===== src/icache_pkg.sv =====
/*
 * instruction cache package
 * line and set geometry plus the state types of the two FSMs
 */

package icache_pkg;

    // ****************************************
    // address and data geometry
    // ****************************************
    localparam int unsigned CPU_AW   = 30; // cpu word address
    localparam int unsigned DATA_W   = 32; // one instruction
    localparam int unsigned OFFSET_W = 2;  // word inside a line

    localparam int unsigned WORDS_PER_LINE = 1 << OFFSET_W;
    localparam int unsigned LINE_W         = WORDS_PER_LINE * DATA_W;

    // ****************************************
    // set associativity
    // ****************************************
    localparam int unsigned NUM_SETS_LOG2 = 6;
    localparam int unsigned NUM_SETS      = 1 << NUM_SETS_LOG2;
    localparam int unsigned INDEX_W       = NUM_SETS_LOG2;
    localparam int unsigned NUM_WAYS      = 2;

    localparam int unsigned TAG_W  = CPU_AW - INDEX_W - OFFSET_W;
    localparam int unsigned MEM_AW = CPU_AW - OFFSET_W; // line address on the memory bus

    // front end FSM
    typedef enum logic [1:0] {
        RUNNING,     // hits and decisions
        WAIT_MEMORY, // cpu stalled until the line is back
        REFILL       // cycle after the fill, stores may be stale
    } cache_state_e;

    // memory side FSM
    typedef enum logic [1:0] {
        IDLE,
        REQUEST,
        WAIT_ACK
    } refill_state_e;

endpackage


===== src/icache_refill.sv =====
/*
 * refill machine of the instruction cache
 * issues one line read on the memory bus and hands the line back to the front end
 */

`timescale 1ns/10ps

module icache_refill import icache_pkg::*; (
    input  logic              clk_i,
    input  logic              rstn_i,

    input  logic              fill_req_i,
    input  logic [MEM_AW-1:0] fill_addr_i,
    output logic              fill_done_o,
    output logic [LINE_W-1:0] fill_line_o,

    output logic              mem_cyc_o,
    output logic              mem_stb_o,
    output logic [MEM_AW-1:0] mem_addr_o,
    input  logic              mem_stall_i,
    input  logic              mem_ack_i,
    input  logic [LINE_W-1:0] mem_rdata_i
);

    refill_state_e     state_q, state_d;
    logic [MEM_AW-1:0] addr_q;
    logic [LINE_W-1:0] line_q;
    logic              done_q;

    always_comb begin
        state_d = state_q;
        unique case (state_q)
            IDLE:     if (fill_req_i)   state_d = REQUEST;
            REQUEST:  if (!mem_stall_i) state_d = WAIT_ACK; // request taken
            WAIT_ACK: if (mem_ack_i)    state_d = IDLE;
            default:                    state_d = IDLE;
        endcase
    end

    always_ff @(posedge clk_i) begin
        if (!rstn_i) begin
            state_q <= IDLE;
            done_q  <= 1'b0;
        end else begin
            state_q <= state_d;
            done_q  <= (state_q == WAIT_ACK) && mem_ack_i;
        end
    end

    // line address and returned line
    always_ff @(posedge clk_i) begin
        if (state_q == IDLE && fill_req_i) begin
            addr_q <= fill_addr_i;
        end
        if (state_q == WAIT_ACK && mem_ack_i) begin
            line_q <= mem_rdata_i; // held until the next fill
        end
    end

    assign mem_cyc_o   = (state_q != IDLE);
    assign mem_stb_o   = (state_q == REQUEST);
    assign mem_addr_o  = addr_q;
    assign fill_done_o = done_q;
    assign fill_line_o = line_q;

endmodule


===== config.mk =====
export PLATFORM = sky130hd
export DESIGN_NAME = icache_refill
export DESIGN_NICKNAME = d
export VERILOG_FILES = /design/src/icache_pkg.sv /design/src/icache_refill.sv
export SDC_FILE = /design/constraint.sdc
export NUM_CORES = 1
export LEC_CHECK = 0
export ABC_AREA = 1
export BUFFER_PORTS_ARGS = -buffer_cell sky130_fd_sc_hd__buf_2
export CORE_AREA = 5 5 122 124
export CTS_BUF_LIST = sky130_fd_sc_hd__clkbuf_8
export DETAILED_ROUTE_END_ITERATION = 8
export DIE_AREA = 0 0 127 129
export PLACE_DENSITY_LB_ADDON = 0.25
export SLEW_MARGIN = 40
export SYNTH_ARGS = -nofsm -noshare
export SYNTH_HDL_FRONTEND = slang
export SYNTH_SLANG_ARGS = --single-unit

===== constraint.sdc =====
create_clock -name clk_i -period 10.3 [get_ports clk_i]
set_clock_uncertainty 0.1 [all_clocks]
set_input_delay 2.575 -clock clk_i [delete_from_list [all_inputs] [get_ports clk_i]]
set_output_delay 2.575 -clock clk_i [all_outputs]
set_load 0.005 [all_outputs]

* After elaboration in Yosys (flattened, before gate mapping)
Index checks and enable logic that the tools add are counted.
Word-level totals: register bits 159, bits of input ports 161, output and inout port bits 159, logic and storage cells 18
Cells by class: equality and inequality tests 5, multiplexer cells 4, reductions and logical operators 5
Operator list (number):
- $mux W2 | 3
- $ne A2 B2 Y1 const B | 3
- $pmux W2 S3 | 1
- $reduce_and A3 Y1 | 1
- $eq A2 B1 Y1 const B | 1
- $eq A2 B2 Y1 const B | 1
- $logic_and A1 B1 Y1 | 2
- $logic_not A2 Y1 | 1
- $reduce_bool A2 Y1 | 1

* Depth between registers and ports, before layout
Gate-level depths: netlist (run 1).
depth after elaboration 3, gate-level depth with buffers 5, depth with buffers taken out 5

* Worst setup path after synthesis (run 1)
No wires, ideal clock.
kind input to register, from input mem_ack_i, to register line_q[0], in the netlist fill_line_o[0], enable pin, library setup time 0.616 ns, arrival 7.904 ns, required time 9.584 ns, path slack 1.679 ns, stages 2, path buffers 0, path through inv_1 -> nor2_1
Between the ends: longest elaborated chain between the ends 1
RTL lines:
- start, declared | RTL line icache_refill.sv:21 | input logic mem_ack_i,
- $logic_and A1 B1 Y1 | RTL line icache_refill.sv:55 | if (state_q == WAIT_ACK && mem_ack_i) begin
- end signal, assigned | RTL line icache_refill.sv:56 | line_q <= mem_rdata_i;
- end, declared | RTL line icache_refill.sv:27 | logic [LINE_W-1:0] line_q;
No other way between the ends. A chain may end at the register's enable or synchronous reset.

* Final worst setup path (run 1)
from register state_q[0], to output mem_cyc_o
Between the ends: longest elaborated chain between the ends 1
RTL lines:
- start, declared | RTL line icache_refill.sv:25 | refill_state_e state_q, state_d;
- start signal, assigned | RTL line icache_refill.sv:45 | state_q <= state_d;
- $reduce_bool A2 Y1 | RTL line icache_refill.sv:60 | assign mem_cyc_o = (state_q != IDLE);
- end, declared | RTL line icache_refill.sv:17 | output logic mem_cyc_o,
No other way between the ends.

==> results.md, run 1 <==
- Full die area: 0.0164 mm^2
- Chip width: 127 um
- Static Leak: 2.96 nW
- CTS Hold Buffers Added: 0
- Io pins: 320
- Synth Warn #: 0
- Slew @ Worst Pin: 0.802 ns
- Core Footprint: 0.0137 mm^2
- Synth Area per Inst: 27.1 um^2
- Via-per-instance ratio: 4.18
- CP Max Fanout: 3
- Vias in the first global route: 3130
- TNS Setup: 0 ns
- Largest net degree at the start of global routing: 65
- # rows: 43
- Syn Inst Count: 178
- Layout cells sized above 1: 66.5%
- GRT Overall Usage: 14.2%
- Final ANT Viol Nets: 0
- Unrepaired setup endpoints after global routing: no
- Routed Wire Length: 12.1 mm
- Hold Vio Cnt, Final: 0
- Die height: 129 um
- Multi-input gate area: 60.1 um^2
- CP required: 7.63 ns
- WP data arrival: 1.12 ns
- Global route total overflow: 0
- Post-cts resize count: 0
- Mapped cell area: 0.00482 mm^2
- Input/output buffers: 319
- Area added between synthesis and finish: 45.8%
- Power density over cell area: 171 mW/mm^2
- Synth Net Count: 339
- Crit start category: flip-flop
- First-pass GRT wire length: 16.9 mm
- XOR/XNOR Fraction of Synth Area: 0%
- Min-delay worst type: reg -> reg
- Vias post-DR: 2973
- Register area: 0.00474 mm^2
- Filler Cell Count: 1209
- Fin. max-slew vios: 0
- Fmax: 0.263 GHz
- Starting DRT DRC Count: 118
- CTS tree: yes
- Gpl congestion: 0.849
- Tmin final: 3.80 ns
- CTS H-tree lvls: 4
- Result of the run: completed
- Clk Latency, worst-skew pair: 0.43 ns
- Setup violations, final: 0
- Yosys reg bits: 159
- DP HPWL: 9.48 mm
- Detailed Routing Iterations Pass 1: 4
- Compound-cell area share of the yosys netlist: 0.233%
- CP Class: reg -> out
- Rel. slew slack: 46.5%
- Starting Density: 35.3%
- Initial antenna violation count: 1
- ANT cells: 0
- Post-synthesis sequential area ratio: 98.4%
- DR DRC count: 0
- Yosys cell types: 10
- Largest family of logic cells by synthesized area: simple AND/OR/NAND/NOR gates
- CTS max path bufs: 2
- Max cap viols: 0
- Mux share of post-synthesis cell area: 0%
- Peak supply drop: 0.0866 mV
- Clk sinks: 159
- Post-synthesis simple-gate area fraction: 0.856%
- Nets@finish: 679
- Register clock-pin slew on the reported worst setup and hold paths: 0.08 ns
- Crit share post-route: 36.9%
- CTS buffer count: 17
- CP endpoint kind: output pin
- Tot Pwr: 1.20 mW
- Clk root buf: clkbuf_8
- WL per Instance: 17.1 um
- Post-CTS Setup Repair Bufs: 0
- Post-Synth Adder-Cell Area: 0%
[cells by family after synthesis]
kind of cell / count (synthesis)
DFF: 159
and+or+nand+nor: 10
buffers and inverters: 7
AOI/OAI and AO/OA: 2
[cell usage after synthesis, drive strengths merged]
cell type  number  share of area [%]
edfxtp        156                 97
inv             7               0.54
nor2            5               0.44
nand2           4               0.31
dfxtp           3                1.2
a21oi           1               0.10
a31oi           1               0.13
nor3            1               0.10
[area by class of cell]
| cell class | count | share of cell area, % |
|---|---|---|
| multi-input cells | 12 | 0.854 |
| inverters | 7 | 0.374 |
| well taps | 180 | 3.20 |
| repair buffers | 321 | 22.9 |
| flip-flops and latches | 159 | 67.5 |
| clock buffers | 17 | 3.33 |
| clock inverters | 15 | 1.83 |
[final timing paths]
check | cells past startpoint | start | to | slack [ns]
setup reg to reg | 3 | state_q[1] | fill_line_o[60] | 8.55
hold reg to reg | 4 | state_q[0] | state_q[0] | 0.47
setup / recovery | 3 | state_q[0] | mem_cyc_o | 6.50
hold / removal | 4 | state_q[0] | state_q[0] | 0.47
[critical path, stage by stage (launching register included)]
cell and delay, ns:
dfxtp_1 0.32, nor2_1 0.19, inv_1 0.06, buf_2 0.12
[layer usage]
metal  up-vias  track usage (%)  routed length [um]
li1       1380                -                   -
met1      1381             14.6                4030
met2       195             24.8                6460
met3        15             6.56                1430
met4         2             6.88                 202
met5         -                0                  13
[metrics by stage]
step / utilization (%) / worst slack [ns] / instances / hold WS (ns) / instance area (um^2)
6_report: 51.4 / 6.50 / 711 / 0.470 / 7030
2_1_floorplan: - / 1.68 / 178 / 0.392 / 4820
5_1_grt: 51.4 / 6.41 / 711 / 0.525 / 7030
4_1_cts: 51.4 / 6.46 / 711 / 0.472 / 7030
3_5_place_dp: 48.8 / 6.28 / 679 / 0.458 / 6670
3_3_place_gp: 48.8 / 6.29 / 679 / 0.447 / 6670
[power by group]
part	internal [mW]	leakage, nW	switching [mW]
clock network	0.209	0.188	0.213
logic	0.0296	1.33	0.0239
registers	0.725	1.45	0.00347
[state kept, by name, summed over array words and instances (netlist names)]
signal / cells
state_q: 2
mem_addr_o: 28
fill_line_o: 128
fill_done_o: 1
[placed cells by master, fill, tap and decap left out]
master      instances
a21oi_1             1
a31oi_1             1
buf_2             319
buf_4               2
bufinv_16           2
clkbuf_8           17
clkinv_1            3
clkinv_2            6
clkinv_4            1
clkinvlp_4          2
dfxtp_1             3
edfxtp_1          156
inv_1               6
inv_2               2
nand2_1             4
nor2_1              3
nor2_2              1
nor2_4              1
nor3_1              1
Power figures use the tool's default switching activity.
==> run 2: changes to the inputs <==
- CORE_AREA: 5 5 122 124 -> not set
- CORE_ASPECT_RATIO: not set -> 0.75
- CORE_MARGIN: not set -> 5
- CORE_UTILIZATION: not set -> 39
- DIE_AREA: 0 0 127 129 -> not set
- clock period: 10.3 -> 3.4 ns (I/O delays scaled with it)
==> results.md, run 2 (synthesis gave the netlist of run 1 again) <==
- Result of the run: completed (unchanged)
- Min-delay worst type: reg -> reg (unchanged)
- TNS Setup: 0 ns (unchanged)
- Finished Cell Area: 0.00706 mm^2 (was 0.00703 mm^2)
- Slowest cell on crit path: dfxtp_1 (unchanged)
- Clk Latency, worst-skew pair: 0.43 ns (about the same)
- Clk sinks: 159 (unchanged)
- Filler Cell Count: 989 (was 1209)
- DR DRC count: 0 (unchanged)
- WL per Instance: 17.7 um (was 17.1 um)
- Max reg flops: 128 (unchanged)
- Tmin final: 2.07 ns
- GRT busiest layer: met2 (unchanged)
- CTS Hold Buffers Added: 0 (unchanged)
- CTS tree: yes (unchanged)
- Met1 usage: 15.7% (was 14.6%)
- Layout cells sized above 1: 66.7% (was 66.5%)
- Rel. slew slack: 64.6% (was 46.5%)
- Unrepaired setup endpoints after global routing: no (unchanged)
- Starting DRT DRC Count: 151 (was 118)
- First-pass GRT wire length: 17.7 mm (was 16.9 mm)
- Power share of the clock group: 36.5% (was 35.0%)
- Clk root buf: clkbuf_8 (unchanged)
- Commonest non-fill, non-tap cells in the layout: buf_2, edfxtp_1, clkbuf_8 (unchanged)
- Nets@finish: 680 (was 679)
- CP Max Fanout: 3 (unchanged)
- Register area: 0.00474 mm^2 (unchanged)
- DP HPWL: 9.60 mm (was 9.48 mm)
- Register clock-pin slew on the reported worst setup and hold paths: 0.08 ns (about the same)
- Multi-input gate area: 60.1 um^2 (unchanged)
- Pint: 2.95 mW (was 0.964 mW)
- Vias in the first global route: 3158 (was 3130)
- Detailed Routing Iterations Pass 1: 4 (unchanged)
- Crit start category: flip-flop (unchanged)
- Largest net degree at the start of global routing: 98 (was 65)
- Core Footprint: 0.0122 mm^2 (was 0.0137 mm^2)
- Fin. max-slew vios: 0 (unchanged)
- CP required: 2.45 ns (was 7.63 ns)
- Die height: 106 um (was 129 um)
- Gpl congestion: 0.802 (was 0.849)
- Chip width: 138 um (was 127 um)
- Fmax: 0.484 GHz
- WP data arrival: 1.12 ns (about the same)
- Cells along the critical path: nor2_1 > inv_1 > buf_2 (unchanged)
- Setup violations, final: 0 (unchanged)
- Largest stage delay, worst path: 0.34 ns (was 0.32 ns)
- Routed Wire Length: 12.3 mm (was 12.1 mm)
- Post-cts resize count: 0 (unchanged)
- Power density over cell area: 528 mW/mm^2 (was 171 mW/mm^2)
- Area after DPL: 0.00667 mm^2 (about the same)
- CP delay by family, top: flip-flops (unchanged)
- CP Class: reg -> out (unchanged)
- Full die area: 0.0147 mm^2 (was 0.0164 mm^2)
- CTS H-tree lvls: 4 (unchanged)
- Sw Ratio: 21.0% (was 19.9%)
- Input/output buffers: 319 (unchanged)
- Worst hold slack: 0.470 ns (about the same)
- # rows: 35 (was 43)
- Final ANT Viol Nets: 0 (unchanged)
- Global route total overflow: 0 (unchanged)
- Vias post-DR: 2993 (was 2973)
- Io pins: 320 (unchanged)
- Peak supply drop: 0.302 mV (was 0.0866 mV)
- M2 GR Usage: 29.6% (was 24.8%)
- CP endpoint kind: output pin (unchanged)
- GRT Overall Usage: 16.2% (was 14.2%)
- Post-CTS Setup Repair Bufs: 0 (unchanged)
- Via-per-instance ratio: 4.29 (was 4.18)
- CTS buffer count: 17 (unchanged)
- CTS max path bufs: 2 (unchanged)
- Area added between synthesis and finish: 46.5% (was 45.8%)
- Crit share post-route: 60.8%
- Sequential power share: 59.1% (was 60.5%)
- NetSw: 0.782 mW (was 0.240 mW)
- Initial antenna violation count: 0 (was 1)
- Max cap viols: 0 (unchanged)
- Combinational Power Share: 4.4% (about the same)
- Met3 usage: 8.63% (was 6.56%)
- Worst Path Buf+Inv: 2 (unchanged)
- Most common cell after layout, fill and taps aside: buf_2 (unchanged)
- Slew @ Worst Pin: 0.531 ns (was 0.802 ns)
- Starting Density: 39.5% (was 35.3%)
- Static Leak: 2.98 nW (was 2.96 nW)
- ANT cells: 0 (unchanged)
- Hold Vio Cnt, Final: 0 (unchanged)
==> run 2: per-layer routing <==
| metal | wire length (um) | vias up | part of all wire, % |
|---|---|---|---|
| met5 | 0 | - | 0 |
| met4 | 162 | 0 | 1.3 |
| met3 | 1450 | 11 | 12 |
| met2 | 6780 | 180 | 55 |
| met1 | 3960 | 1420 | 32 |
| li1 | - | 1382 | - |
==> run 2: worst min-delay path: stages (launching register included) <==
cell and delay, ns:
dfxtp_1 0.32, inv_2 0.06, nor2_2 0.04, nand2_1 0.05, a21oi_1 0.05
==> run 2: path summary, 6_finish.rpt <==
kind / from / to / slack (ns) / cells past startpoint
max: state_q[1] / mem_cyc_o / 1.33 / 3
min: state_q[0] / state_q[0] / 0.47 / 4
max reg2reg: state_q[1] / fill_line_o[48] / 1.82 / 3
min reg2reg: state_q[0] / state_q[0] / 0.47 / 4
==> run 2: layout make-up <==
type	instances	share of cell area, %
clock buffers	17	3.31
clock inverters	15	2.27
inverters	7	0.372
multi-input cells	12	0.850
flip-flops and latches	159	67.2
well taps	166	2.94
repair buffers	322	23.1
==> run 2: power groups by stage <==
stage / clock network, mW / registers (mW) / logic, mW
finish: 1.36 / 2.21 / 0.165
global route: 1.50 / 2.21 / 0.182
CTS: 1.41 / 2.21 / 0.168
detailed placement: 0 / 2.25 / 0.168
global placement: 0 / 2.25 / 0.161
floorplan: 0 / 2.26 / 0.0219
==> run 2: per-stage QoR <==
stage               total power [mW]  std cells  worst slack [ns]  util, %
global route                    3.90        698              1.22     57.8
floorplan                       2.28        178            0.0758        -
CTS                             3.78        698              1.30     57.8
global placement                2.41        666              1.34     54.6
detailed placement              2.42        666              1.33     54.6
finish                          3.73        698              1.33     57.8
==> run 3: changes to the inputs <==
- ABC_AREA: 1 -> 0
- CORE_AREA: not set -> 5 5 122 124
- CORE_ASPECT_RATIO: 0.75 -> not set
- CORE_MARGIN: 5 -> not set
- CORE_UTILIZATION: 39 -> not set
- DIE_AREA: not set -> 0 0 127 129
- clock period: 3.4 -> 2.1 ns (I/O delays scaled with it)
==> results.md, run 3 <==
- Clk sinks: 159 (unchanged)
- Levels on crit path: 2 (was 3)
- First-pass GRT wire length: 17.7 mm (about the same)
- Fin. max-slew vios: 0 (unchanged)
- Crit start category: flip-flop (unchanged)
- Finished Cell Area: 0.00719 mm^2 (was 0.00706 mm^2)
- Gpl congestion: 0.812 (was 0.802)
- Yosys cell types: 11 (was 10)
- Critical hold path startpoint: fill_addr_i[25] (was state_q[0])
- Static Leak: 3.02 nW (was 2.98 nW)
- Vias in the first global route: 3229 (was 3158)
- Power density over cell area: 849 mW/mm^2 (was 528 mW/mm^2)
- Hold Vio Cnt, Final: 0 (unchanged)
- Compound-cell area share of the yosys netlist: 0.182% (was 0.233%)
- CTS max path bufs: 2 (unchanged)
- Fin worst setup slack: 0.220 ns (was 1.33 ns)
- CTS H-tree lvls: 4 (unchanged)
- Peak supply drop: 0.444 mV (was 0.302 mV)
- Crit path launch: state_q[0] (was state_q[1])
- DR DRC count: 0 (unchanged)
- Largest stage delay, worst path: 0.48 ns (was 0.34 ns)
- Synth async-reset ratio: 0% (unchanged)
- Slowest cell on crit path: dfxtp_1 (unchanged)
- Vias post-DR: 2987 (was 2993)
- Die height: 129 um (was 106 um)
- WL per Instance: 17.3 um (was 17.7 um)
- Pre-CTS setup slack: 0.346 ns (was 1.33 ns)
- R2r endpoint: fill_line_o[20] (was fill_line_o[48])
- CTS buffer count: 17 (unchanged)
- CTS Hold Buffers Added: 0 (unchanged)
- Post-CTS Setup Repair Bufs: 0 (unchanged)
- Clk root buf: clkbuf_8 (unchanged)
- Tot Pwr: 6.10 mW (was 3.73 mW)
- Synth Warn #: 0 (unchanged)
- DP HPWL: 9.81 mm (was 9.60 mm)
- Layout cells sized above 1: 68.0% (was 66.7%)
- Largest net degree at the start of global routing: 35 (was 98)
- CP required: 1.47 ns (was 2.45 ns)
- Rel. slew slack: 77.3% (was 64.6%)
- Unrepaired setup endpoints after global routing: no (unchanged)
- Most common cell after layout, fill and taps aside: buf_2 (unchanged)
- Synth cell count leaders: edfxtp_1, dfxtp_1, inv_1, nor2_1, nor3b_1 (was edfxtp_1, inv_1, nand2_1, nor2_1, dfxtp_1)
- Clk Latency, worst-skew pair: 0.44 ns (was 0.43 ns)
- Starting Density: 35.3% (was 39.5%)
- Max cap viols: 0 (unchanged)
- Mux share of post-synthesis cell area: 0.208% (was 0%)
- Worst Path Buf+Inv: 1 (was 2)
- Hold path cells: 1 (was 4)
- Yosys reg bits: 159 (unchanged)
- GRT Overall Usage: 14.9% (was 16.2%)
- Starting DRT DRC Count: 117 (was 151)
- Global route total overflow: 0 (unchanged)
- Via-per-instance ratio: 4.20 (was 4.29)
- Min-delay worst type: in -> reg (was reg -> reg)
- Synth Area per Inst: 28.2 um^2 (was 27.1 um^2)
- # rows: 43 (was 35)
- Final ANT Viol Nets: 0 (unchanged)
- Top-count cell post-synth: edfxtp_1 (unchanged)
- Setup violations, final: 0 (unchanged)
- Worst Hold Path EP: mem_addr_o[25] (was state_q[0])
- ANT cells: 0 (unchanged)
- Slew @ Worst Pin: 0.341 ns (was 0.531 ns)
- Detailed Routing Iterations Pass 1: 4 (unchanged)
- Post-Synth Adder-Cell Area: 0% (unchanged)
- Largest family of logic cells by synthesized area: simple AND/OR/NAND/NOR gates (unchanged)
- Commonest non-fill, non-tap cells in the layout: buf_2, edfxtp_1, clkbuf_8 (unchanged)
- Share of the synthesized area in the top cell type: 97.1% (unchanged)
- CP endpoint kind: output pin (unchanged)
- CP Max Fanout: 6 (was 3)
- Io pins: 320 (unchanged)
- Post-synthesis sequential area ratio: 98.4% (unchanged)
- Synth area leaders: edfxtp_1, dfxtp_1, nor3b_1 (was edfxtp_1, dfxtp_1, inv_1)
- Area added between synthesis and finish: 49.0% (was 46.5%)
- WP data arrival: 1.26 ns (was 1.12 ns)
- Worst reg-to-reg path cell count: 4 (was 3)
- EDFF count, synth: 156 (unchanged)
- Post-synthesis simple-gate area fraction: 1.09% (was 0.856%)
- Core Footprint: 0.0137 mm^2 (was 0.0122 mm^2)
- Full die area: 0.0164 mm^2 (was 0.0147 mm^2)
- Worst hold slack: 0.148 ns (was 0.470 ns)
- Post-cts resize count: 0 (unchanged)
- Mapped cell area: 0.00482 mm^2 (unchanged)
- Result of the run: completed (unchanged)
- Register clock-pin slew on the reported worst setup and hold paths: 0.08 ns (about the same)
- Input/output buffers: 319 (unchanged)
- Nets@finish: 679 (was 680)
- Crit share post-route: 89.5%
- Filler Cell Count: 1170 (was 989)
- Worst flop-to-flop path startpoint: state_q[1] (unchanged)
- Max reg flops: 128 (unchanged)
- XOR/XNOR Fraction of Synth Area: 0% (unchanged)
- Reg2reg setup slack: 0.56 ns (was 1.82 ns)
- Routed Wire Length: 12.3 mm (about the same)
- Tmin final: 1.88 ns
- Initial antenna violation count: 0 (unchanged)
- Cells along the critical path: and2b_1 > buf_2 (was nor2_1 > inv_1 > buf_2)
- Area after DPL: 0.00678 mm^2 (was 0.00667 mm^2)
- CTS tree: yes (unchanged)
- Synth Net Count: 332 (was 339)
- Chip width: 127 um (was 138 um)
- Synth area leader: edfxtp_1 (unchanged)
- CP Class: reg -> out (unchanged)
- Syn Inst Count: 171 (was 178)
- Ys flop type: edfxtp_1 (unchanged)
- CP delay by family, top: flip-flops (unchanged)
- Fmax: 0.532 GHz
## run 3: changes by cell type in the layout (fill, tap and decap cells not counted), sizes merged, moves of 3 or more
cell,delta
buf,+6
clkbuf,+4
clkinv,-4
inv,-7
nand2,-3
nor2,-3
## run 3: cell families (layout without fill, tap and decap cells)
kind of cell,after synthesis,in the layout
flops,159,159
simple gates,8,8
buf+inv,2,362
compound gates,1,1
mux,1,1
## run 3: stage by stage
step / util, % / setup TNS, ns / std cells
global placement: 49.6 / 0 / 679
floorplan: - / -114.32 / 171
detailed placement: 49.6 / 0 / 679
CTS: 52.6 / 0 / 711
finish: 52.6 / 0 / 711
global route: 52.6 / 0 / 711
## run 3: where the power goes
part	switching [mW]	total (mW)	internal, mW	leakage, nW
clock	1.05	2.22	1.17	0.202
combinational	0.127	0.289	0.162	1.37
sequential	0.0207	3.59	3.57	1.45
total	1.20	6.10	4.90	3.02
## run 3: how the worst max path moves through the flow
stage	to
final	mem_stb_o
after global routing	mem_stb_o
after CTS	mem_cyc_o
after detailed placement	fill_line_o[34]
after global placement	fill_line_o[29]
after floorplan	fill_line_o[0]
## run 3: final cells by class
type / count / area [um^2] / share of cell area (%)
sequential: 159 / 4740 / 66.0
clock buffer: 21 / 289 / 4.02
timing repair buffer: 328 / 1710 / 23.9
clock inverter: 11 / 116 / 1.62
tap: 180 / 225 / 3.13
inverter: 2 / 7.51 / 0.104
multi-input combinational: 10 / 88.8 / 1.24
## run 3: metal layers
metal	global-route usage, %	wire [um]	vias up
met2	24.7	6320	188
li1	-	-	1384
met1	15.1	4080	1393
met5	0	0	-
met3	8.43	1580	22
met4	7.26	302	0
